### src/hw/mipsPkg.sv
package mipsPkg;

	typedef logic [31:0] Word;
	typedef logic [4:0] RegAddr;
	typedef logic [5:0] Opcode;
	typedef logic [5:0] Funct;

	// Major opcodes
	localparam Opcode OpSpecial = 6'h00;
	localparam Opcode OpJ = 6'h02;
	localparam Opcode OpBeq = 6'h04;
	localparam Opcode OpBne = 6'h05;
	localparam Opcode OpAddi = 6'h08;
	localparam Opcode OpAddiu = 6'h09;
	localparam Opcode OpSlti = 6'h0a;
	localparam Opcode OpSltiu = 6'h0b;
	localparam Opcode OpAndi = 6'h0c;
	localparam Opcode OpOri = 6'h0d;
	localparam Opcode OpXori = 6'h0e;
	localparam Opcode OpLui = 6'h0f;
	localparam Opcode OpLw = 6'h23;
	localparam Opcode OpSw = 6'h2b;

	// SPECIAL function field
	localparam Funct FnSll = 6'h00;
	localparam Funct FnSrl = 6'h02;
	localparam Funct FnAdd = 6'h20;
	localparam Funct FnAddu = 6'h21;
	localparam Funct FnSub = 6'h22;
	localparam Funct FnSubu = 6'h23;
	localparam Funct FnAnd = 6'h24;
	localparam Funct FnOr = 6'h25;
	localparam Funct FnXor = 6'h26;
	localparam Funct FnNor = 6'h27;
	localparam Funct FnSlt = 6'h2a;
	localparam Funct FnSltu = 6'h2b;

	typedef enum logic [3:0] {
		aluAnd = 4'd0,
		aluOr = 4'd1,
		aluAdd = 4'd2,
		aluNor = 4'd3,
		aluXor = 4'd4,
		aluSub = 4'd6,
		aluSlt = 4'd7,
		aluSll = 4'd10,
		aluSrl = 4'd13,
		aluSltu = 4'd14
	} AluOp;

	typedef enum logic {aRs, aRt} ASrc; // aRt for shifts
	typedef enum logic [2:0] {bRt, bImmSext, bImmZext, bShamt, bImmHigh} BSrc;
	typedef enum logic {dstRt, dstRd} RegDst;
	typedef enum logic {wbAlu, wbMem} WbSrc;

	typedef struct packed {
		AluOp aluOp;
		ASrc aSrc;
		BSrc bSrc;
		RegDst regDst;
		WbSrc wbSrc;
		logic regWrite;
		logic memWrite;
		logic branchEq;
		logic branchNe;
		logic jump;
	} CtrlBundle;

	typedef struct packed {
		logic en;
		RegAddr addr;
		Word data;
	} WriteBack;

endpackage

### src/hw/registerFile.sv
`timescale 1ns/1ps

module registerFile (
	input logic Clk,
	input logic rst,
	input mipsPkg::RegAddr rsAddr,
	input mipsPkg::RegAddr rtAddr,
	input mipsPkg::WriteBack wb,
	output mipsPkg::Word rsData,
	output mipsPkg::Word rtData
);

	mipsPkg::Word regs [32];

	always_ff @(posedge Clk) begin
		if (rst) begin
			for (int i = 0; i < 32; i++) begin
				regs[i] <= '0;
			end
		end else if (wb.en && (wb.addr != '0)) begin // r0 is never written
			regs[wb.addr] <= wb.data;
		end
	end

	// Plain reads, a write shows up in the following cycle
	assign rsData = (rsAddr == '0) ? '0 : regs[rsAddr];
	assign rtData = (rtAddr == '0) ? '0 : regs[rtAddr];

endmodule

### config.mk
export PLATFORM = sky130hd
export DESIGN_NAME = registerFile
export DESIGN_NICKNAME = d
export VERILOG_FILES = /design/src/hw/mipsPkg.sv /design/src/hw/registerFile.sv
export SDC_FILE = /design/constraint.sdc
export NUM_CORES = 2
export LEC_CHECK = 0
export BUFFER_PORTS_ARGS = -buffer_cell sky130_fd_sc_hd__buf_2
export CORE_MARGIN = 2
export CORE_UTILIZATION = 55
export CTS_CLUSTER_SIZE = 24
export DETAILED_ROUTE_END_ITERATION = 8
export PLACE_DENSITY = 0.71
export SETUP_SLACK_MARGIN = 0.1
export SYNTH_ARGS = -nofsm -noshare
export SYNTH_HDL_FRONTEND = slang
export SYNTH_SLANG_ARGS = --single-unit
### constraint.sdc
create_clock -name Clk -period 6.6 [get_ports Clk]
set_input_delay 0.66 -clock Clk [delete_from_list [all_inputs] [get_ports Clk]]
set_output_delay 0.66 -clock Clk [all_outputs]
set_load 0.01 [all_outputs]
=== After elaboration in Yosys (flattened, before gate mapping) ===
Memory sizes are Yosys's and may differ from the RTL's.
Cells that the tools add are included.

* Reductions and logical operators: 5
* Multiplexer cells: 10

{| class="wikitable"
|+ Operators by type and width
! operator !! number
|-
| 2-to-1 mux 32 bit || 3
|-
| OR reduction 32 bit || 1
|-
| zero test 5 bit || 2
|-
| 2-to-1 mux 1 bit || 6
|-
| 2-to-1 mux 5 bit || 1
|-
| nonzero test 5 bit || 1
|-
| logical AND 1 bit || 1
|}

* Memories: 1
* Bits in writable memories: 1024
* Output and inout bits: 64
* Bits of input ports: 50
* Logic and storage cells: 16
* Register bits: 0

{| class="wikitable"
|+ Memory list
! memory !! depth !! width !! rd ports !! clocked after memory_dff !! wr ports !! line !! text
|-
| regs || 32 || 32 || 2 || 0 || 32 || registerFile.sv:13 || <nowiki>mipsPkg::Word regs [32];</nowiki>
|}

=== Depth between registers and ports, before layout ===
* Depth after elaboration: 7
* Mapped depth: 9
* Gate-level depth less buffers: 4

=== Least setup slack after synthesis ===
OpenSTA, ideal clock, no wires.

* Kind: input -> output
* Start point: in rtAddr[2]
* End point: out rtData[15]
* Path buffers: 3
* Stages on the path: 7
* Arrival time: 2.320 ns
* Setup slack: 3.620 ns
* Required time: 5.940 ns
* Cell sequence: buf_2 -> buf_2 -> buf_1 -> mux4_2 -> a22o_1 -> a2111oi_1 -> nor3_1

* Cells in the longest elaborated chain, start to end: 2
* Elaborated cells between the ends (all ways): 3
* Those cells by class: mux: 1; reduce/logical: 1; memory: 1

{| class="wikitable"
|+ RTL lines
! item !! line !! text
|-
| start: declaration || registerFile.sv:7 || <nowiki>input mipsPkg::RegAddr rtAddr,</nowiki>
|-
| memory read (32 x 32 bit) / zero test 5 bit (equally long branches) || - ||
|-
| 2-to-1 mux 32 bit (*) || registerFile.sv:27 || <nowiki>assign rtData = (rtAddr == '0) ? '0 : regs[rtAddr];</nowiki>
|-
| end: declaration || registerFile.sv:10 || <nowiki>output mipsPkg::Word rtData</nowiki>
|}

Every way passes the cells marked *; elsewhere a longest branch is shown, timed or not.

=== Worst setup path in the final report ===
* Start point: in rtAddr[0]
* End point: out rtData[3]

Same word-level chain as after synthesis.

==> reports/qor.txt <==
Post-synth ARST share: 0%
grt ovf: 0
Syn. warnings: 0
grt met2 use: 55.05%
die height: 318.1 um
setup_tns: 0 ns
cell count along the critical path: 7
CP max stage cell: a2111oi_1
fmax: 0.2029 GHz
hold_buf cts: 0
Hold Path Depth: 1
Rel. slew slack: 12.91%
# setup viols final: 0
WP data arrival: 4.27 ns
Clock Tree Root: clkbuf_16
commonest cells after routing, fill and taps aside: edfxtp_1, and2_1, mux4_2
Setup Crit Path Kind: in2out
GRT busiest layer: met2
share of layout cells above drive strength 1: 26.87%
cell row count: 115
Worst setup EP type: primary output
Total Wirelength: 180.6 mm
Tcrit/Tclk final: 74.68%
Vias: 35,306
# port buffers: 113
TritonCTS clock tree: done
core footprint: 98,130 um^2
Starting Density: 55.29%
Buf/Inv on CP: 3
Num CTS Buffers: 106
worst slew pin tran: 1.301 ns
io pins: 114
final cell utilization of the core: 60.53%
initial antenna violation count: 15
mapped cell area: 54,250 um^2
Total Power: 15,840 uW
shortest period the worst path allows: 4.929 ns
post-synth top area share: 56.68%
Synth Instances: 3,502
PostCTS Resize Cnt: 0
M3 GR Usage: 9.622%
area grow syn2layout: 9.486%
Critical Path Fanout Max: 68
Top reg by flops: regs
count of different cell masters after synthesis: 42
DRT Pass-1 Iters: 6
Register Area: 30,750 um^2
Post-layout nets: 3,529
PD cells: 266.6 nW/um^2
outcome: completed
Synth Flop Type: edfxtp_1
Post-CTS Setup Inserts: 0
Post-DRT Antenna Nets: 0
Filler cells: 7,221
syn_area_per_cell: 15.49 um^2
Clk pin slew, worst setup/hold paths: 0.06 ns
routed vias/inst: 7.263
RePlAce Congestion: 0.9041
peak supply drop: 0.2462 mV
Post-synth EDFFs: 1,024
max-cap viol count: 0
Die Width: 318.1 um
Critical Path RT: 5.94 ns
Max Slew Vio Count: 0
DRC: 0
critical path's top delay family: buffers and inverters
M1 GR Usage: 45.60%
Leak: 0.02048 uW
top cells by area, synth: edfxtp_1, mux4_2, and2_1
Worst setup SP type: primary input
Worst Hold Class: in2reg
# placed instances: 4,658
crit-path cells: buf_8 -> buf_12 -> mux4_2 -> a22o_1 -> a2111oi_1 -> nor3_1 -> buf_2
Yosys top cell by area: edfxtp_1
global-route wire length before repair: 255.6 mm
Seq/Total Area, Yosys: 56.68%
post-route insts no fill: 4,861
RSZ-0062 raised after global routing: no
largest net degree at the start of global routing: 123
Die ar.: 101,200 um^2
area of the multi-input gates: 21,920 um^2
HPWL after detailed placement: 105.1 mm
max reg flops: 1,024
clock sink count: 1,024
crit-path max cell delay: 0.96 ns
WL per Instance: 37.15 um
gr usage total: 35.64%
vias in the first global route: 35,793
number of synthesized register bits: 1,024
Largest regs: regs: 1024 flops
final hold vios: 0
clk buf depth: 3
1st-iter DRT viols: 5,803
most common cell after layout, fill and taps aside: edfxtp_1
CTS H-tree lvls: 3
[cells by family (layout without fill, tap and decap cells)]
group                  count (synthesis)  in the layout  share of synthesized area (%)
and+or+nand+nor                     1177           1177                          13.33
DFF                                 1024           1024                          56.68
muxes                                652            652                          22.98
buffers and inverters                389            421                          3.351
AOI/OAI and AO/OA                    259            259                          3.651
other                                  1             41                       0.006912
[power by group]
part	leakage, uW	switching (uW)	total, uW	internal, uW
clock network	0.00175	2610	6250	3640
registers	0.00975	200	7720	7520
logic	0.00898	1110	1870	761
[path summary, 6_finish.rpt]
check      start         end
min          rst  regs[0][2]
max    rtAddr[0]   rtData[3]
[final cells by class]
cell class,count,share of cell area [%]
diodes,9,0.03792
clock buffers,123,4.645
clock inverters,71,1.348
inverters,2,0.01264
multi-input cells,2120,36.91
flip-flops and latches,1024,51.77
well taps,1287,2.711
repair buffers,225,2.570
[metrics by stage]
| stage | hold WS, ns | instance area, um^2 | worst slack [ns] |
|---|---|---|---|
| 6_report | 0.5272 | 59400 | 1.671 |
| 3_3_place_gp | 1.185 | 55820 | 1.890 |
| 2_1_floorplan | 0.8582 | 54370 | 3.620 |
| 3_5_place_dp | 1.202 | 55820 | 1.869 |
| 5_1_grt | 0.5007 | 59380 | 1.564 |
| 4_1_cts | 0.4855 | 59380 | 1.785 |
[Yosys cell counts, drive strengths merged (2+ instances only)]
cell,instances
clkbuf,271
mux4,472
buf,116
a2111oi,55
and3,3
a221oi,4
or3b,4
o22ai,103
nor4,6
o21ai,4
mux2i,150
a221o,2
inv,2
a21oi,12
and2,995
nor3,54
nor2,36
a32o,4
a22oi,16
nand2b,5
nand3b,5
nand2,7
edfxtp,1024
nand4bb,2
or3,2
a22o,51
nor2b,14
nor4b,3
or2,33
mux2,30
a211oi,7
nand3,5
[metal layers]
metal | vias up | share of wire (%)
li1 | 13516 | -
met1 | 18083 | 34
met2 | 3039 | 46
met3 | 660 | 13
met4 | 8 | 6.9
met5 | - | 0.025
No activity file was read; power rests on OpenSTA's default activity.
