File: config.mk
export PLATFORM = sky130hd
export DESIGN_NAME = controlDecoder
export DESIGN_NICKNAME = d
export VERILOG_FILES = /design/src/hw/mipsPkg.sv /design/src/hw/controlDecoder.sv
export SDC_FILE = /design/constraint.sdc
export NUM_CORES = 1
export LEC_CHECK = 0
export BUFFER_PORTS_ARGS = -buffer_cell sky130_fd_sc_hd__buf_2
export CORE_AREA = 2 2 39 41
export DETAILED_ROUTE_END_ITERATION = 7
export DIE_AREA = 0 0 41 43
export PLACE_DENSITY = 0.78
export SYNTH_ARGS = -nofsm -noshare
export SYNTH_HDL_FRONTEND = slang
export SYNTH_SLANG_ARGS = --single-unit
File: constraint.sdc
create_clock -name vclk -period 4.55
set_input_delay 1.1375 -clock vclk [all_inputs]
set_output_delay 1.1375 -clock vclk [all_outputs]
set_load 0.01 [all_outputs]
File: src/hw/mipsPkg.sv
package mipsPkg;

	typedef logic [31:0] Word;
	typedef logic [4:0] RegAddr;
	typedef logic [5:0] Opcode;
	typedef logic [5:0] Funct;

	// Major opcodes
	localparam Opcode OpSpecial = 6'h00;
	localparam Opcode OpJ = 6'h02;
	localparam Opcode OpBeq = 6'h04;
	localparam Opcode OpBne = 6'h05;
	localparam Opcode OpAddi = 6'h08;
	localparam Opcode OpAddiu = 6'h09;
	localparam Opcode OpSlti = 6'h0a;
	localparam Opcode OpSltiu = 6'h0b;
	localparam Opcode OpAndi = 6'h0c;
	localparam Opcode OpOri = 6'h0d;
	localparam Opcode OpXori = 6'h0e;
	localparam Opcode OpLui = 6'h0f;
	localparam Opcode OpLw = 6'h23;
	localparam Opcode OpSw = 6'h2b;

	// SPECIAL function field
	localparam Funct FnSll = 6'h00;
	localparam Funct FnSrl = 6'h02;
	localparam Funct FnAdd = 6'h20;
	localparam Funct FnAddu = 6'h21;
	localparam Funct FnSub = 6'h22;
	localparam Funct FnSubu = 6'h23;
	localparam Funct FnAnd = 6'h24;
	localparam Funct FnOr = 6'h25;
	localparam Funct FnXor = 6'h26;
	localparam Funct FnNor = 6'h27;
	localparam Funct FnSlt = 6'h2a;
	localparam Funct FnSltu = 6'h2b;

	typedef enum logic [3:0] {
		aluAnd = 4'd0,
		aluOr = 4'd1,
		aluAdd = 4'd2,
		aluNor = 4'd3,
		aluXor = 4'd4,
		aluSub = 4'd6,
		aluSlt = 4'd7,
		aluSll = 4'd10,
		aluSrl = 4'd13,
		aluSltu = 4'd14
	} AluOp;

	typedef enum logic {aRs, aRt} ASrc; // aRt for shifts
	typedef enum logic [2:0] {bRt, bImmSext, bImmZext, bShamt, bImmHigh} BSrc;
	typedef enum logic {dstRt, dstRd} RegDst;
	typedef enum logic {wbAlu, wbMem} WbSrc;

	typedef struct packed {
		AluOp aluOp;
		ASrc aSrc;
		BSrc bSrc;
		RegDst regDst;
		WbSrc wbSrc;
		logic regWrite;
		logic memWrite;
		logic branchEq;
		logic branchNe;
		logic jump;
	} CtrlBundle;

	typedef struct packed {
		logic en;
		RegAddr addr;
		Word data;
	} WriteBack;

endpackage

File: src/hw/controlDecoder.sv
`timescale 1ns/1ps

module controlDecoder (
	input mipsPkg::Word instr,
	output mipsPkg::CtrlBundle ctrl
);

	// Writes nothing, stores nothing, falls through to pc + 4
	localparam mipsPkg::CtrlBundle CtrlNop = '{
		aluOp: mipsPkg::aluAdd,
		aSrc: mipsPkg::aRs,
		bSrc: mipsPkg::bRt,
		regDst: mipsPkg::dstRt,
		wbSrc: mipsPkg::wbAlu,
		regWrite: 1'b0,
		memWrite: 1'b0,
		branchEq: 1'b0,
		branchNe: 1'b0,
		jump: 1'b0
	};

	mipsPkg::Opcode opcode;
	mipsPkg::Funct funct;

	assign opcode = instr[31:26];
	assign funct = instr[5:0];

	always_comb begin
		ctrl = CtrlNop;
		if (instr != '0) begin // All-zero word stays a no-op
			case (opcode)
				mipsPkg::OpSpecial: begin
					ctrl.regDst = mipsPkg::dstRd;
					ctrl.regWrite = 1'b1;
					case (funct)
						mipsPkg::FnSll: begin
							ctrl.aluOp = mipsPkg::aluSll;
							ctrl.aSrc = mipsPkg::aRt;
							ctrl.bSrc = mipsPkg::bShamt;
						end
						mipsPkg::FnSrl: begin
							ctrl.aluOp = mipsPkg::aluSrl;
							ctrl.aSrc = mipsPkg::aRt;
							ctrl.bSrc = mipsPkg::bShamt;
						end
						mipsPkg::FnAdd, mipsPkg::FnAddu: ctrl.aluOp = mipsPkg::aluAdd; // No trap
						mipsPkg::FnSub, mipsPkg::FnSubu: ctrl.aluOp = mipsPkg::aluSub;
						mipsPkg::FnAnd: ctrl.aluOp = mipsPkg::aluAnd;
						mipsPkg::FnOr: ctrl.aluOp = mipsPkg::aluOr;
						mipsPkg::FnXor: ctrl.aluOp = mipsPkg::aluXor;
						mipsPkg::FnNor: ctrl.aluOp = mipsPkg::aluNor;
						mipsPkg::FnSlt: ctrl.aluOp = mipsPkg::aluSlt;
						mipsPkg::FnSltu: ctrl.aluOp = mipsPkg::aluSltu;
						default: ctrl.regWrite = 1'b0;
					endcase
				end
				mipsPkg::OpAddi, mipsPkg::OpAddiu: begin
					ctrl.bSrc = mipsPkg::bImmSext;
					ctrl.regWrite = 1'b1;
				end
				mipsPkg::OpSlti: begin
					ctrl.aluOp = mipsPkg::aluSlt;
					ctrl.bSrc = mipsPkg::bImmSext;
					ctrl.regWrite = 1'b1;
				end
				mipsPkg::OpSltiu: begin
					ctrl.aluOp = mipsPkg::aluSltu;
					ctrl.bSrc = mipsPkg::bImmSext; // Sign extended, compared unsigned
					ctrl.regWrite = 1'b1;
				end
				mipsPkg::OpAndi: begin
					ctrl.aluOp = mipsPkg::aluAnd;
					ctrl.bSrc = mipsPkg::bImmZext;
					ctrl.regWrite = 1'b1;
				end
				mipsPkg::OpOri: begin
					ctrl.aluOp = mipsPkg::aluOr;
					ctrl.bSrc = mipsPkg::bImmZext;
					ctrl.regWrite = 1'b1;
				end
				mipsPkg::OpXori: begin
					ctrl.aluOp = mipsPkg::aluXor;
					ctrl.bSrc = mipsPkg::bImmZext;
					ctrl.regWrite = 1'b1;
				end
				mipsPkg::OpLui: begin
					ctrl.aluOp = mipsPkg::aluSll;
					ctrl.bSrc = mipsPkg::bImmHigh;
					ctrl.regWrite = 1'b1;
				end
				mipsPkg::OpLw: begin
					ctrl.bSrc = mipsPkg::bImmSext;
					ctrl.wbSrc = mipsPkg::wbMem;
					ctrl.regWrite = 1'b1;
				end
				mipsPkg::OpSw: begin
					ctrl.bSrc = mipsPkg::bImmSext;
					ctrl.memWrite = 1'b1;
				end
				mipsPkg::OpBeq: begin
					ctrl.aluOp = mipsPkg::aluSub;
					ctrl.branchEq = 1'b1;
				end
				mipsPkg::OpBne: begin
					ctrl.aluOp = mipsPkg::aluSub;
					ctrl.branchNe = 1'b1;
				end
				mipsPkg::OpJ: ctrl.jump = 1'b1;
				default: ctrl = CtrlNop;
			endcase
		end
	end

endmodule

Yosys cells after proc, flatten, opt, wreduce, memory -nomap -nowiden
Index checks and enable logic that the tools add are counted.
{ "classes": {"eq_ne": 24, "muxes": 14, "reduce_logical": 10} }
{ "op_table": {"columns": ["op", "n"], "rows": [
  ["== test 6 bit (second input constant)", 12],
  ["== test 6 x 4 -> 1 bit (second input constant)", 8],
  ["one-hot mux 4 bit (9 select lines)", 1],
  ["one-hot mux 4 bit (8 select lines)", 1],
  ["nonzero test 32 bit", 1],
  ["two-way mux 15 bit", 1],
  ["== test 6 x 2 -> 1 bit (second input constant)", 2],
  ["== test 6 x 3 -> 1 bit (second input constant)", 2],
  ["logical NOT 6 bit", 2],
  ["one-hot mux 3 bit (4 select lines)", 1],
  ["OR reduction 12 bit", 1],
  ["OR reduction 9 bit", 1],
  ["two-way mux 1 bit", 8],
  ["OR reduction 2 bit", 3],
  ["OR reduction 6 bit", 1],
  ["two-way mux 4 bit", 1],
  ["OR reduction 3 bit", 1],
  ["one-hot mux 1 bit (2 select lines)", 1]
]} }
{ "totals": {"regBits": 0, "input_bits": 32, "out_inout_bits": 15, "elab_cells": 48} }

Depth between registers and ports, before layout
Gate-level depths: netlist of run 1.
{ "logic_depth": {"ltp_word": 5, "depth_mapped": 5, "ltp_nobuf": 4} }

Least setup slack after synthesis of run 1
Ideal clock, no wire load.
{ "synth_path": {"path_type": "input to output", "startpoint": "input port instr[26]", "endpoint": "output port ctrl[14] in the netlist's numbering", "arrival_time_ns": 2.677, "required_time_ns": 3.413, "slack_ns": 0.735, "cell_stages": 5, "n_path_buf": 1, "cell_sequence": "buf_2 or3_4 or4b_4 o32a_1 nor2_2"} }
{ "synth_lines": {"columns": ["element", "line_no", "rtl"], "rows": [
  ["start: declaration", "controlDecoder.sv:4", "input mipsPkg::Word instr,"],
  ["end: declaration", "controlDecoder.sv:5", "output mipsPkg::CtrlBundle ctrl"]
]} }

==> results of run 1 <==
==> power groups by stage <==
stage | combinational (mW) | sequential, mW | clock [mW]
3_3_place_gp | 0.0452 | 0 | 0
6_report | 0.0463 | 0 | 0
5_1_grt | 0.0519 | 0 | 0
4_1_cts | 0.0461 | 0 | 0
3_5_place_dp | 0.0458 | 0 | 0
2_1_floorplan | 0.0260 | 0 | 0
==> path summary, 6_finish.rpt <==
kind	start	to	slack (ns)	depth (start not counted)
setup / recovery	instr[27]	ctrl[6]	0.56	6
hold / removal	instr[31]	ctrl[0]	2.59	3
==> cell families after synthesis <==
group | Yosys count | synth area share
and+or+nand+nor | 51 | 0.602
AOI/OAI and AO/OA | 17 | 0.246
buffers and inverters | 8 | 0.113
xor gates and xnor gates | 1 | 0.0183
adders and majority gates | 1 | 0.0209
==> through the flow <==
step           area, um2  total power [mW]
6_report             694            0.0463
4_1_cts              694            0.0461
3_5_place_dp         694            0.0458
2_1_floorplan        478            0.0260
3_3_place_gp         694            0.0452
5_1_grt              694            0.0519
==> layout by cell type (no fill, tap or decap) <==
cell	instances
buf_2	47
nand2_1	13
nor2_1	12
nor4_1	5
nand4_1	3
nor2b_1	3
a21oi_1	3
o22ai_1	3
nor3b_1	2
a31oi_1	2
nor4b_1	2
inv_1	2
nand3_1	2
nor3_1	2
and3_1	2
or3_4	1
maj3_1	1
o31ai_1	1
o2111ai_1	1
and3_2	1
o21ai_0	1
or4b_4	1
xor2_1	1
nor4_4	1
o2bb2ai_1	1
a22oi_1	1
a21boi_0	1
o211ai_1	1
o31a_1	1
o32a_1	1
nor2_2	1
buf_4	1
==> worst min-delay path: stages <==
cell     delay (ns)
buf_2          0.13
nor3b_1        0.06
buf_2          0.13
==> final cells by class <==
class                           count  area [um2]
Inverter                            2        7.51
Tap cell                           16        20.0
Fill cell                         154         689
Multi-Input combinational cell     70         424
Timing Repair Buffer               48         243
==> metal layers <==
metal | GRT usage | share of wire | routed length, um
met1 | 0.203 | 0.37 | 612
met2 | 0.341 | 0.49 | 812
met3 | 0.00524 | 0.14 | 227
met4 | 0.0133 | 0 | 0
met5 | 0 | 0 | 0
==> impl_metrics.toml, run 1 <==
[status]
status = "finished, final reports clean"

[finish]
nFlopsAndLatches = 0
finish.utilization = 0.502
area_growth_pct = 45.3
clockBufferCount = 0
final_cell_count_no_fill = 136
drive_above_1_share = 0.442
regArea_um2 = 0
n_antenna_cell = 0
finalNetCount = 154

[power_and_ir_drop]
p_leak_nw = 0.367
irDropWorstVdd_mv = 0.0202
switchingPower_mw = 0.0251
power.internal_mw = 0.0212
comb_power_share = 1.000
p_per_area_mw_per_mm2 = 66.6
clkPwrFrac = 0
pwr-share-seq = 0
p_sw_frac = 0.542

[drt]
drt_iter0_markers = 21
route.vias.total = 756
vias_per_cell = 5.56
drtAntennaViolNets = 0
drc = 0
totalWireLength_mm = 1.65
dr.pass1.iters = 4
post_drt_wl_per_cell_um = 12.1

[floorplanning]
num_rows = 14
die_w_um = 41
die-area_mm2 = 0.00176
start_util = 0.345
die_y_um = 43
core_region_area_mm2 = 0.00138
ios = 47

[global_route]
grt.overflow.total = 0
grt_pass1_wl_mm = 2.28
grt_max_degree = 13
antenna_found_initial = 0
grt_pass1_vias = 596
track_usage = 0.176

[critical_path]
path_max_fanout = 10
start_kind = "primary input"
crit_family = "simple AND/OR/NAND/NOR gates"
slowest_delay_ns = 0.56
cp_slowest_cell = "or4b_4"
critical_path_class = "in -> out"
critical_path_arrival_ns = 2.85
critical_path_buf_inv_count = 2
cpMostUsedCell = "buf_2"
crit_chain = "buf_2 > or3_4 > or4b_4 > nor4_4 > nor4_1 > buf_2"
critPathCaptureType = "output pin"
required_ns = 3.41

[synth]
synth_top_area_frac = 0.102
ys_types = 34
avgSynthCellArea_um2 = 6.13
yosys-top-cells-area = "nand2_1 10%, nor2_1 9.4%, nor4_1 6.5%"
synth.most_common_cell = "nand2_1"
synth_seq_area_share = 0
netlist_instances = 78
syn_area_um2 = 478
yosys_warnings = 0
synthTopCellsByCount = "13 x nand2_1, 12 x nor2_1, 5 x nor4_1"
synth_largest_area_cell = "nand2_1"
syn_nets = 110

[timing]
fmax_mhz = 251
period_share = 0.877
worst_slew_pin_slew_ns = 0.419
hold_ws_ns = 2.59
final.setup.worst_slack_ns = 0.559
rsz0062_at_grt = "false"
hold_viol_final = 0
slew_viol_final = 0
setup_viol = 0
period_minus_slack_ns = 3.99
slew_headroom = 0.717
fin_tns_setup_ns = 0

[placed_design]
hpwlAfterDp_mm = 1.36
dp_cells = 136
routabilityCongestion = 0.840
portBuffers = 47
post-place-ws_ns = 0.561

[clock_tree]
hold_buffers = 0
post_cts_resized = 0
cts_setup_buffers = 0

[job]
cap_violations = 0

[worst_hold_path]
worstHoldPathType = "in -> out"
No activity file was read; power rests on OpenSTA's default activity.
==> inputs of run 2 (changes only) <==
==> constraint.sdc (replaced) <==
create_clock -name vclk -period 4.3
set_input_delay 1.075 -clock vclk [all_inputs]
set_output_delay 1.075 -clock vclk [all_outputs]
set_load 0.01 [all_outputs]
==> run 2 against run 1 <==
Cell area stayed put. Largest power group unchanged. Cell count stayed put. Combinational power is 5.4% higher.
==> impl_metrics.toml, run 2 (synthesized netlist as in run 1, its figures left out) <==
[status]
status = "finished, final reports clean"

[drt]
post_drt_wl_per_cell_um = 12.0
drtAntennaViolNets = 0
wl_met1_um = 591
route.vias.total = 768
drt_iter0_markers = 27
vias_per_cell = 5.65
drc = 0
dr.pass1.iters = 4
highest_layer = "met3"
totalWireLength_mm = 1.64
route.met2.wl_um = 806
wl_met3_um = 239

[critical_path]
required_ns = 3.22
critical_path_arrival_ns = 2.79
start_kind = "primary input"
critPathCaptureType = "output pin"
path_max_fanout = 10
critical_path_class = "in -> out"

[timing]
slew_viol_final = 0
period_share = 0.900
final.setup.worst_slack_ns = 0.432
hold_viol_final = 0
fmax_mhz = 259
setup_viol = 0
fin_tns_setup_ns = 0
period_minus_slack_ns = 3.87
rsz0062_at_grt = "false"
slew_headroom = 0.708
worst_slew_pin_slew_ns = 0.432

[power_and_ir_drop]
p_per_area_mw_per_mm2 = 70.2
p_sw_frac = 0.541
power.internal_mw = 0.0224
pwr-share-seq = 0
p_leak_nw = 0.367
irDropWorstVdd_mv = 0.0214
total_power_mw = 0.0488
switchingPower_mw = 0.0264
clkPwrFrac = 0
comb_power_share = 1.000

[global_route]
grt.overflow.total = 0
grt_pass1_vias = 578
grt_pass1_wl_mm = 2.24
grt_max_degree = 13
track_usage = 0.173
antenna_found_initial = 0

[floorplanning]
die-area_mm2 = 0.00176
core_region_area_mm2 = 0.00138
ios = 47
start_util = 0.345
num_rows = 14
die_y_um = 43
die_w_um = 41

[job]
cap_violations = 0

[worst_hold_path]
worstHoldPathType = "in -> out"
holdPathEnd = "ctrl[0]"
min-delay-start = "instr[31]"
whs_path_depth = 3

[finish]
fin_area_um2 = 694
multi_input_area_um2 = 424
num-fill-cells = 149
finish.utilization = 0.502
mostFrequentLayoutCells = "47 x buf_2, 13 x nand2_1, 12 x nor2_1"
clockBufferCount = 0
nFlopsAndLatches = 0
drive_above_1_share = 0.442
regArea_um2 = 0
area_growth_pct = 45.3
finalNetCount = 154
mostFrequentLayoutCell = "buf_2"
n_antenna_cell = 0

[placed_design]
routabilityCongestion = 0.836
post-place-ws_ns = 0.441
placed_cell_area_um2 = 694
hpwlAfterDp_mm = 1.36
portBuffers = 47

[clock_tree]
cts_setup_buffers = 0
hold_buffers = 0
post_cts_resized = 0
run 2: layout make-up:
class              count  area share
multi-input cells     70       0.611
repair buffers        48       0.350
well taps             16      0.0288
inverters              2      0.0108
run 2: metrics by stage:
step,std cells,hold WS (ns)
2_1_floorplan,78,2.20
3_3_place_gp,136,2.47
3_5_place_dp,136,2.47
4_1_cts,136,2.47
5_1_grt,136,2.50
6_report,136,2.47
run 2: routing by layer:
layer	vias up	GRT usage
met5	-	0
met2	50	0.344
met3	0	0.00524
met4	0	0
li1	381	-
met1	337	0.196
run 2: worst max path at each step:
stage	start	end	slack, ns
2_1_floorplan	instr[26]	ctrl[14]	0.61
3_3_place_gp	instr[27]	ctrl[6]	0.45
3_5_place_dp	instr[27]	ctrl[6]	0.44
4_1_cts	instr[27]	ctrl[6]	0.44
5_1_grt	instr[27]	ctrl[4]	0.39
6_report	instr[27]	ctrl[6]	0.43
run 2: worst max-delay path, stage by stage:
cell and delay (ns):
buf_2 0.15, or3_4 0.40, or4b_4 0.56, nor4_4 0.37, nor4_1 0.09, buf_2 0.15
run 2: power by group through the flow:
| stage | sequential (mW) | clock (mW) | combinational [mW] |
|---|---|---|---|
| after floorplan | 0 | 0 | 0.0275 |
| after global placement | 0 | 0 | 0.0479 |
| after detailed placement | 0 | 0 | 0.0486 |
| after CTS | 0 | 0 | 0.0488 |
| after global routing | 0 | 0 | 0.0547 |
| final | 0 | 0 | 0.0488 |
