===== config.mk =====
export PLATFORM = sky130hd
export DESIGN_NAME = instrFetch
export DESIGN_NICKNAME = d
export VERILOG_FILES = /design/src/hw/mipsPkg.sv /design/src/hw/instrFetch.sv
export SDC_FILE = /design/constraint.sdc
export NUM_CORES = 1
export LEC_CHECK = 0
export BUFFER_PORTS_ARGS = -buffer_cell sky130_fd_sc_hd__buf_2
export CAP_MARGIN = 20
export CORE_MARGIN = 3
export CORE_UTILIZATION = 52
export DETAILED_ROUTE_END_ITERATION = 16
export GPL_TIMING_DRIVEN = 0
export PLACE_DENSITY = 0.79
export SLEW_MARGIN = 10
export SYNTH_ARGS = -nofsm -noshare
export SYNTH_HDL_FRONTEND = slang
export SYNTH_SLANG_ARGS = --single-unit

===== constraint.sdc =====
create_clock -name Clk -period 2.8 [get_ports Clk]
set_input_delay 0.56 -clock Clk [delete_from_list [all_inputs] [get_ports Clk]]
set_output_delay 0.56 -clock Clk [all_outputs]
set_load 0.02 [all_outputs]

===== src/hw/mipsPkg.sv =====
package mipsPkg;

	typedef logic [31:0] Word;
	typedef logic [4:0] RegAddr;
	typedef logic [5:0] Opcode;
	typedef logic [5:0] Funct;

	// Major opcodes
	localparam Opcode OpSpecial = 6'h00;
	localparam Opcode OpJ = 6'h02;
	localparam Opcode OpBeq = 6'h04;
	localparam Opcode OpBne = 6'h05;
	localparam Opcode OpAddi = 6'h08;
	localparam Opcode OpAddiu = 6'h09;
	localparam Opcode OpSlti = 6'h0a;
	localparam Opcode OpSltiu = 6'h0b;
	localparam Opcode OpAndi = 6'h0c;
	localparam Opcode OpOri = 6'h0d;
	localparam Opcode OpXori = 6'h0e;
	localparam Opcode OpLui = 6'h0f;
	localparam Opcode OpLw = 6'h23;
	localparam Opcode OpSw = 6'h2b;

	// SPECIAL function field
	localparam Funct FnSll = 6'h00;
	localparam Funct FnSrl = 6'h02;
	localparam Funct FnAdd = 6'h20;
	localparam Funct FnAddu = 6'h21;
	localparam Funct FnSub = 6'h22;
	localparam Funct FnSubu = 6'h23;
	localparam Funct FnAnd = 6'h24;
	localparam Funct FnOr = 6'h25;
	localparam Funct FnXor = 6'h26;
	localparam Funct FnNor = 6'h27;
	localparam Funct FnSlt = 6'h2a;
	localparam Funct FnSltu = 6'h2b;

	typedef enum logic [3:0] {
		aluAnd = 4'd0,
		aluOr = 4'd1,
		aluAdd = 4'd2,
		aluNor = 4'd3,
		aluXor = 4'd4,
		aluSub = 4'd6,
		aluSlt = 4'd7,
		aluSll = 4'd10,
		aluSrl = 4'd13,
		aluSltu = 4'd14
	} AluOp;

	typedef enum logic {aRs, aRt} ASrc; // aRt for shifts
	typedef enum logic [2:0] {bRt, bImmSext, bImmZext, bShamt, bImmHigh} BSrc;
	typedef enum logic {dstRt, dstRd} RegDst;
	typedef enum logic {wbAlu, wbMem} WbSrc;

	typedef struct packed {
		AluOp aluOp;
		ASrc aSrc;
		BSrc bSrc;
		RegDst regDst;
		WbSrc wbSrc;
		logic regWrite;
		logic memWrite;
		logic branchEq;
		logic branchNe;
		logic jump;
	} CtrlBundle;

	typedef struct packed {
		logic en;
		RegAddr addr;
		Word data;
	} WriteBack;

endpackage


===== src/hw/instrFetch.sv =====
`timescale 1ns/1ps

module instrFetch (
	input logic Clk,
	input logic rst,
	input mipsPkg::Word instr,
	input logic branchTaken,
	input logic jump,
	output mipsPkg::Word pc
);

	mipsPkg::Word pcPlus4;
	mipsPkg::Word branchTarget;
	mipsPkg::Word jumpTarget;
	mipsPkg::Word nextPc;

	assign pcPlus4 = pc + 32'd4;

	// Word offset relative to the following instruction
	assign branchTarget = pcPlus4 + {{14{instr[15]}}, instr[15:0], 2'b00};

	// Stays inside the current 256 MB region
	assign jumpTarget = {pcPlus4[31:28], instr[25:0], 2'b00};

	always_comb begin
		if (jump) begin
			nextPc = jumpTarget;
		end else if (branchTaken) begin
			nextPc = branchTarget;
		end else begin
			nextPc = pcPlus4;
		end
	end

	always_ff @(posedge Clk) begin
		if (rst) begin
			pc <= '0;
		end else begin
			pc <= nextPc;
		end
	end

endmodule


Word-level counts from Yosys, hierarchy flattened
Index checks and enable logic that the tools add are counted.
Widths: inputs -> output; s select.
- add/subtract/negate cells: 2
- multiply operators: 0
- divide/modulo/power cells: 0
- magnitude comparators: 0
- eq/ne operators: 0
- shifts and indexed selects: 0
- mux-type cells: 2
- bitwise operators: 0
- reduce and logical (&&, ||, !) cells: 1
- operators by type and width (kind ; count):
    $mux 32 ; 2
    $add 32x3->32 const B ; 1
    $add 32x32->32 ; 1
    $reduce_or 2->1 ; 1
- register bits after elaboration: 32
- latch bits: 0
- memory bits (writable): 0
- ROM bits: 0
- logic and storage cells: 7
- memories kept: 0

Depth between registers and ports, before layout
Gate-level depths: netlist of the first run.
- word-level depth: 4
- gate-level depth with buffers: 15
- depth with buffers taken out: 13

Worst setup path after synthesis of the first run
No wires, ideal clock.
- path type: register -> register
- from: register pc[8]
- to: register pc[28]
- setup time: 117 ps
- arrival time: 3165 ps
- data required time: 2683 ps
- path slack: -482 ps
- cell stages (with the launch flop): 14
- buffers on the path: 0
- period minus slack after synthesis: 3282 ps
- cell sequence: dfxtp_1 > and4_4 > nand3_4 > nor3_4 > and3_2 > xor2_1 > ha_1 > a21oi_1 > o21ai_0 > a2111oi_0 > o211ai_1 > a211oi_1 > xnor2_1 > a22o_1
- longest elaborated chain between the ends: 4
- ends and longest elaborated chain (item ; line ; RTL):
    start, declared ; instrFetch.sv:9 ; output mipsPkg::Word pc
    start signal, assigned ; instrFetch.sv:39 ; pc <= nextPc;
    $add 32x3->32 * ; instrFetch.sv:17 ; assign pcPlus4 = pc + 32'd4;
    $add 32x32->32 ; instrFetch.sv:20 ; assign branchTarget = pcPlus4 + {{14{instr[15]}}, instr[15:0], 2'b00};
    $mux 32 ; instrFetch.sv:28 ; end else if (branchTaken) begin
    $mux 32 * ; instrFetch.sv:26 ; if (jump) begin
Every way passes the cells marked *; elsewhere a longest branch is shown, timed or not.
A chain may end at the register's enable or synchronous reset.

Worst setup path after layout of the first run
- from: register pc[9]
- to: register pc[16]
- longest elaborated chain between the ends: 4
- ends and longest elaborated chain (item ; line):
    $add 32x3->32 * ; instrFetch.sv:17
    $add 32x32->32 ; instrFetch.sv:20
    $mux 32 * ; instrFetch.sv:28
    $mux 32 * ; instrFetch.sv:26
Marks and branches as above.

==> impl_metrics.ini, run 1 <==
[synthesis]
synth_xor_area_share_pct = 10.9
synth_ff_type = dfxtp_1
yosys_warnings = 0
async_flop_share_pct = 0
syn_inst = 488
synth_mux_area_share_pct = 1.39
netlist.area_leader.share_pct = 16.7
synth_edf_count = 0
synthTopCellsByArea = dfxtp_1 17%, ha_1 13%, xnor2_1 6.8%
synth-seq-area-share_pct = 16.7
synth_top_family_by_area = compound AO/OA/AOI/OAI gates
yosys_register_bits = 30
synth-adder-area-share_pct = 13.4
synth_compound_area_share_pct = 28.4
synth-simple-area-share_pct = 24.1
yosysUniqueCellTypes = 61
synth_top_cell_by_area = dfxtp_1
netlist_area_mm2 = 0.00360
syn_avg_cell_area_um2 = 7.38

[floorplan]
die_w_um = 89.2
initial_core_util_pct = 55.1
num_rows = 29
design.die.area_mm2 = 0.00796
io_pins = 68
core_mm2 = 0.00653
die_h_um = 89.2

[finish]
largest_reg_flops = 30
finalNonFillerCells = 677
reg.largest.list = pc x30
final_nets = 673
drive_above_1_share_pct = 48.5
largest_register = pc
area.growth.synth_to_final_pct = 59.1
layout_commonest_cell = buf_2
fillers = 292
antenna_cells = 0
layout_common_cells = 62 x buf_2, 42 x buf_4, 36 x nand2_1, 34 x nor2_1, 26 x a21oi_1
design_area_mm2 = 0.00573

[worst_setup_path]
critPathMaxStageDelay_ns = 0.65
required_ns = 2.90
cp_cell_sequence = and4_4 -> nand3_4 -> buf_6 -> buf_6 -> nor2_4 -> xor2_2 -> ha_1 -> buf_6 -> buf_2 -> nand2_1 -> o211ai_1 -> a21oi_2 -> buf_4 -> a21oi_1 -> xnor2_1 -> a211oi_1
end_kind = flip-flop
worstSetupPathType = reg -> reg
cp_top_family = compound AO/OA/AOI/OAI gates
path_buf_inv = 5
cpMostUsedCell = buf_6
path_max_fanout = 6
crit_slowest_cell = a211oi_1
critPathArrivalTime_ns = 3.88
critPathLaunchType = flip-flop

[cts]
cts_hold_buf = 0
cts_tree = done
cts_sinks = 30
cts_inserted_buffers = 5
clk_pin_slew_worst_paths_ns = 0.07
clk_latency_ns = 0.29
clockBufferDepth = 2
cts-root-buf = clkbuf_8
htree_levels = 2

[power_and_ir_drop]
p_sw_w = 0.00106
switching_share_pct = 46.4
power_leakage_nw = 2.45
p_clk_share_pct = 16.5
vdd_drop_max_mv = 0.267
internal_power_w = 0.00123
power_frac_comb_pct = 59.9
p_seq_share_pct = 23.7
powerDensity_mw_per_mm2 = 400

[detailed_routing]
via_count = 5002
ant_nets = 0
wl_per_cell_um = 26.4
drt_pass1_iterations = 8
drc = 0
wl_um = 17900
vias_per_cell = 7.39
first_iter_violations = 694

[global_route]
first_global_vias = 4244
antenna_found_initial = 0
grt_max_degree = 25
grt_usage_pct = 34.7
gr-total-overflow = 0
grt_pass1_wl_um = 21300

[placement]
placed_cell_area_mm2 = 0.00412
dp_hpwl_um = 9500
portBuffers = 58
gp_congestion = 0.952
dp.cells = 624
dp_slack_ns = -0.726

[sta]
min_period_ns = 3.78
relSlewSlack_pct = 44.7
setup_viol = 23
finalHoldViolations = 0
rsz0062_at_grt = yes
fmax_mhz = 265
worst_pin_slew_ns = 0.829
finalClockSkew_ns = 0.0133
slew_viol_final = 0
min_period_over_period_pct = 135
fin_tns_setup_ns = -11.46
timing.final.ws_setup_ns = -0.979

[run_status]
status = complete, but fails checks
violations = negative setup slack

[job]
maxCapViolations = 0

[min_path]
hold_path.class = in -> reg
-- worst reg2reg max path: stages (launching register included) --
cell	delay [ns]
dfxtp_4	0.35
and4_4	0.25
nand3_4	0.18
buf_6	0.19
buf_6	0.11
nor2_4	0.12
xor2_2	0.30
ha_1	0.32
buf_6	0.15
buf_2	0.17
nand2_1	0.10
o211ai_1	0.11
a21oi_2	0.19
buf_4	0.16
a21oi_1	0.08
xnor2_1	0.17
a211oi_1	0.65
-- metrics by stage --
stage | util, % | total power, W | hold WS (ns)
global placement | 63.1 | 0.00136 | 0.571
finish | 87.7 | 0.00229 | 0.536
floorplan | - | 0.00114 | 0.628
global route | 87.7 | 0.00237 | 0.544
CTS | 75.2 | 0.00193 | 0.519
detailed placement | 63.1 | 0.00138 | 0.573
-- synth_stat cells (all sizes together), types with 5 or more instances --
cell type / instances
a211oi: 14
a221oi: 6
nand2: 52
dfxtp: 30
inv: 19
xor2: 16
nor2: 39
buf: 11
mux2i: 5
o211ai: 6
nand4: 10
clkbuf: 12
o221ai: 6
nor3: 19
and4: 6
a31oi: 6
o21ai: 27
o21bai: 6
a21o: 9
o22ai: 6
ha: 37
xnor2: 28
and3: 17
nand3: 21
a21oi: 41
-- kinds of logic after synthesis --
logic type / count (synthesis)
AOI/OAI and AO/OA: 152
DFF: 30
muxes: 5
adders and majority gates: 38
buffers and inverters: 43
xor gates and xnor gates: 44
other: 1
and+or+nand+nor: 175
-- layer usage --
layer  GRT usage (%)  share of wire, %  up-vias  routed length (um)
li1                -                 -     2044                   -
met1            40.9                34     2269                6080
met2            60.1                46      494                8210
met3            5.90                11      195                1920
met4            17.9               9.5        0                1690
met5               0                 0        -                   0
-- power groups by stage --
stage	Combinational (W)	Sequential [W]	Clock [W]
2_1_floorplan	0.000565	0.000576	0
3_3_place_gp	0.000828	0.000532	0
3_5_place_dp	0.000847	0.000534	0
4_1_cts	0.00103	0.000530	0.000375
5_1_grt	0.00143	0.000547	0.000393
6_report	0.00137	0.000543	0.000378
-- repair_timing --
item,4_1_cts,5_1_grt
buffers inserted,18,29
endpoints found under the hold margin,0,0
endpoints found under the setup margin,23,24
pin swaps,35,50
gates resized for setup,103,115
-- worst paths after layout --
check / slack (ns) / end / from / cells after the start
worst max-delay path: -0.98 / pc[16] / pc[9] / 16
worst min-delay path: 0.54 / pc[6] / instr[4] / 3
worst max register to register: -0.98 / pc[16] / pc[9] / 16
worst min register to register: 0.62 / pc[31] / pc[31] / 3
-- final cells by class --
type	count	area (um2)	share of cell area, %
inverter	20	77.6	1.35
timing repair buffer	105	667	11.6
clock inverter	2	11.3	0.197
sequential	30	639	11.2
buffer	21	131	2.29
clock buffer	6	82.6	1.44
tap	77	96.3	1.68
multi-input combinational	416	4020	70.2
(Power assumes the default switching activity.)
==> inputs of run 2 (changes only) <==
- CORE_MARGIN: 3 -> 2
==> impl_metrics.ini, run 2 (same netlist as run 1, synthesis figures left out) <==
[run_status]
status = complete, but fails checks
violations = negative setup slack

[global_route]
grt_max_degree = 25
grt_pass1_wl_um = 21300
gr-total-overflow = 0
grt_usage_pct = 36.3
antenna_found_initial = 0
first_global_vias = 4302

[detailed_routing]
first_iter_violations = 473
drc = 0
vias_per_cell = 7.05
ant_nets = 0
via_count = 4771
wl_per_cell_um = 23.3
wl_um = 15700
drt_pass1_iterations = 6

[job]
maxCapViolations = 0

[cts]
clk_latency_ns = 0.30
htree_levels = 2
cts_tree = done
cts_hold_buf = 0
cts_sinks = 30
clockBufferDepth = 2
clk_pin_slew_worst_paths_ns = 0.07
cts-root-buf = clkbuf_8
cts_inserted_buffers = 5

[finish]
layout_common_cells = 62 x buf_2, 40 x nand2_1, 39 x buf_4, 37 x nor2_1, 24 x a21oi_1
final_nets = 670
register_area_um2 = 641
reg.largest.list = pc x30
fillers = 385
largest_reg_flops = 30
antenna_cells = 0
area.growth.synth_to_final_pct = 51.0
design_area_mm2 = 0.00544
multi_input_area_mm2 = 0.00375
finalNonFillerCells = 677
drive_above_1_share_pct = 44.2
largest_register = pc
layout_commonest_cell = buf_2

[worst_setup_path]
end_kind = flip-flop
cp_cell_sequence = and4_1 -> buf_6 -> nand3_4 -> nor3_4 -> and3_4 -> xor2_4 -> buf_6 -> ha_4 -> buf_6 -> nand4_1 -> nor3_2 -> a21o_1 -> o31ai_4 -> nand2_2 -> xnor2_2 -> a21oi_1
crit_slowest_cell = dfxtp_4
critPathLaunchType = flip-flop
required_ns = 2.97
worstSetupPathType = reg -> reg
cpMostUsedCell = buf_6
cp_top_family = simple AND/OR/NAND/NOR gates
critPathMaxStageDelay_ns = 0.35
critPathArrivalTime_ns = 3.55
path_buf_inv = 3
path_max_fanout = 5

[floorplan]
design.die.area_mm2 = 0.00761
die_h_um = 87.2
core_mm2 = 0.00676
io_pins = 68
initial_core_util_pct = 53.3
num_rows = 30
die_w_um = 87.2

[sta]
relSlewSlack_pct = 46.8
fin_tns_setup_ns = -7.50
timing.final.ws_setup_ns = -0.578
worst_pin_slew_ns = 0.797
worst_hold_slack_ns = 0.510
setup_viol = 20
finalClockSkew_ns = 0.00761
rsz0062_at_grt = yes
slew_viol_final = 0
fmax_mhz = 296
finalHoldViolations = 0
min_period_over_period_pct = 121
min_period_ns = 3.38

[power_and_ir_drop]
power_leakage_nw = 2.40
power_w = 0.00216
vdd_drop_max_mv = 0.258
powerDensity_mw_per_mm2 = 398

[min_path]
hold_path.class = in -> reg

[placement]
placed_cell_area_mm2 = 0.00413
gp_congestion = 0.939
dp_hpwl_um = 9290
dp.cells = 627
portBuffers = 58
==> run 2: area by class of cell <==
class,count,share of cell area (%)
plain buffers,21,2.35
clock buffers,7,1.59
clock inverters,1,0.0921
inverters,20,1.38
multi-input cells,416,69.0
flip-flops and latches,30,11.8
well taps,80,1.84
repair buffers,102,12.0
==> run 2: final timing paths <==
path | start | slack (ns) | endpoint | cells past startpoint
hold reg to reg | pc[31] | 0.59 | pc[31] | 3
setup reg to reg | pc[4] | -0.58 | pc[26] | 16
setup / recovery | pc[4] | -0.58 | pc[26] | 16
hold / removal | instr[3] | 0.51 | pc[5] | 2
==> run 2: stage by stage <==
step / worst slack (ns) / utilization, %
5_1_grt: -0.703 / 80.5
3_3_place_gp: -0.774 / 61.1
6_report: -0.578 / 80.5
4_1_cts: -0.410 / 74.7
2_1_floorplan: -0.293 / -
3_5_place_dp: -0.891 / 61.1
==> run 2: metal layers <==
metal | vias to the layer above | track usage (%) | part of all wire, %
met5 | - | 0 | 0
li1 | 2049 | - | -
met4 | 0 | 16.4 | 6.9
met2 | 380 | 64.4 | 49
met3 | 127 | 6.64 | 9.3
met1 | 2215 | 42.3 | 35
==> run 2: power breakdown <==
group	leakage, nW	switching (W)	internal, W
clock network	0.0482	0.000183	0.000198
registers	0.256	0.0000635	0.000470
logic	2.09	0.000728	0.000520
total	2.40	0.000975	0.00119
==> run 2: repair_timing <==
| item | in CTS | in global routing |
|---|---|---|
| endpoints found under the setup margin | 23 | 24 |
| setup buffers | 29 | 15 |
| gates resized for setup | 118 | 51 |
| pin swaps | 50 | 33 |
==> run 2: worst register-to-register path, cell delays in order (launching register included) <==
cell,delay [ns]
dfxtp_4,0.35
and4_1,0.22
buf_6,0.15
nand3_4,0.10
nor3_4,0.30
and3_4,0.26
xor2_4,0.21
buf_6,0.14
ha_4,0.20
buf_6,0.11
nand4_1,0.14
nor3_2,0.08
a21o_1,0.22
o31ai_4,0.33
nand2_2,0.11
xnor2_2,0.22
a21oi_1,0.10
==> inputs of run 3 (changes only) <==
- CORE_UTILIZATION: 52 -> 60
- PLACE_DENSITY: 0.79 -> 0.85
- clock period: 2.8 -> 4.1 ns (I/O delays scaled with it)
==> impl_metrics.ini, run 3 (same netlist as run 1, synthesis figures left out) <==
[global_route]
grt_usage_pct = 35.7
first_global_vias = 3743
grt_max_degree = 25
grt_pass1_wl_um = 18000
gr-total-overflow = 0
antenna_found_initial = 0

[floorplan]
die_w_um = 81.5
num_rows = 28
initial_core_util_pct = 61.5
design.die.area_mm2 = 0.00664
io_pins = 68
die_h_um = 81.5
core_mm2 = 0.00585

[placement]
dp_slack_ns = 0.242
dp_hpwl_um = 9020
gp_congestion = 0.968
portBuffers = 58

[worst_setup_path]
critPathArrivalTime_ns = 4.16
end_kind = flip-flop
required_ns = 4.32
path_max_fanout = 8
worstSetupPathType = reg -> reg
critPathLaunchType = flip-flop
startpoint = pc[3]
timing.rr.start = pc[3]

[detailed_routing]
wl_per_cell_um = 18.8
ant_nets = 0
first_iter_violations = 394
via_count = 4209
drt_pass1_iterations = 5
vias_per_cell = 6.66
drc = 0
wl_um = 11900

[min_path]
min_from = pc[31]
hold_path.class = reg -> reg

[finish]
layout_commonest_cell = buf_2
fillers = 490
drive_above_1_share_pct = 16.5
largest_register = pc
reg.largest.list = pc x30
layout_common_cells = 65 x buf_2, 52 x nand2_1, 41 x a21oi_1, 39 x nor2_1, 37 x ha_1
antenna_cells = 0
area.growth.synth_to_final_pct = 14.6
final_nets = 630
largest_reg_flops = 30

[cts]
clockBufferDepth = 2
htree_levels = 2
cts-root-buf = clkbuf_8
cts_tree = done
clk_pin_slew_worst_paths_ns = 0.07
clk_latency_ns = 0.29
cts_sinks = 30
cts_inserted_buffers = 5

[job]
maxCapViolations = 0

[run_status]
status = finished, final reports clean

[sta]
timing.final.ws_setup_ns = 0.163
relSlewSlack_pct = 56.0
fin_tns_setup_ns = 0
worst_pin_slew_ns = 0.660
setup_viol = 0
fmax_mhz = 254
worst_hold_slack_ns = 0.616
min_period_over_period_pct = 96.0
slew_viol_final = 0
min_period_ns = 3.94
finalClockSkew_ns = 0.00556
finalHoldViolations = 0

[power_and_ir_drop]
vdd_drop_max_mv = 0.250
power_w = 0.00123
power_leakage_nw = 1.92
powerDensity_mw_per_mm2 = 298
## run 3: changes by cell type in the layout (fill, tap and decap cells not counted), moves of 13 or more
cell / change
a21oi_1: +17
dfxtp_1: +13
xnor2_2: -14
ha_4: -14
buf_4: -34
o21ai_0: +15
xnor2_1: +17
ha_1: +16
## run 3: metal layers
layer | track usage [%] | share of wire, % | up-vias | wire, um
met5 | 0 | 0 | - | 0
met4 | 15.9 | 4.4 | 0 | 520
met3 | 6.92 | 8.7 | 48 | 1040
met2 | 60.4 | 48 | 246 | 5690
met1 | 43.6 | 39 | 1960 | 4630
li1 | - | - | 1955 | -
## run 3: per-stage QoR
stage,cells,area [um2],util [%]
final,632,4130,70.6
after global routing,632,4130,70.6
after CTS,630,4100,70.1
after detailed placement,622,3990,68.2
after global placement,622,3990,68.2
after floorplan,489,3600,-
## run 3: power breakdown
| part | internal (W) | total [W] | switching, W |
|---|---|---|---|
| Sequential | 0.000320 | 0.000358 | 0.0000378 |
| Combinational | 0.000217 | 0.000584 | 0.000367 |
| Clock | 0.000169 | 0.000286 | 0.000116 |
## run 3: repair_timing
item | in CTS | in global routing
buffers inserted | 0 | 2
setup endpoints to repair | 0 | 5
hold buffers | 0 | 0
resized for setup | 0 | 4
## run 3: final cells by class
type / count / area, um2 / share of cell area, %
repair buffers: 60 / 305 / 7.40
inverters: 20 / 75.1 / 1.82
multi-input cells: 416 / 2830 / 68.7
well taps: 75 / 93.8 / 2.27
flip-flops and latches: 30 / 602 / 14.6
plain buffers: 23 / 108 / 2.61
clock buffers: 8 / 110 / 2.67
## run 3: final timing paths
| kind | cells after the start | to | slack [ns] |
|---|---|---|---|
| min | 3 | pc[31] | 0.62 |
| max reg2reg | 14 | pc[31] | 0.16 |
| max | 14 | pc[31] | 0.16 |
| min reg2reg | 3 | pc[31] | 0.62 |
## run 3: worst max-delay path: stages (launching register included)
cell and delay (ns):
dfxtp_1 0.50, ha_1 0.36, nand2_1 0.14, nor3_2 0.33, and3_1 0.23, xor2_1 0.33
ha_1 0.30, clkbuf_1 0.20, o21ai_0 0.17, o211ai_1 0.14, a221oi_1 0.45, and3_1 0.23
o21ai_0 0.13, a211o_1 0.29, o21ai_1 0.08
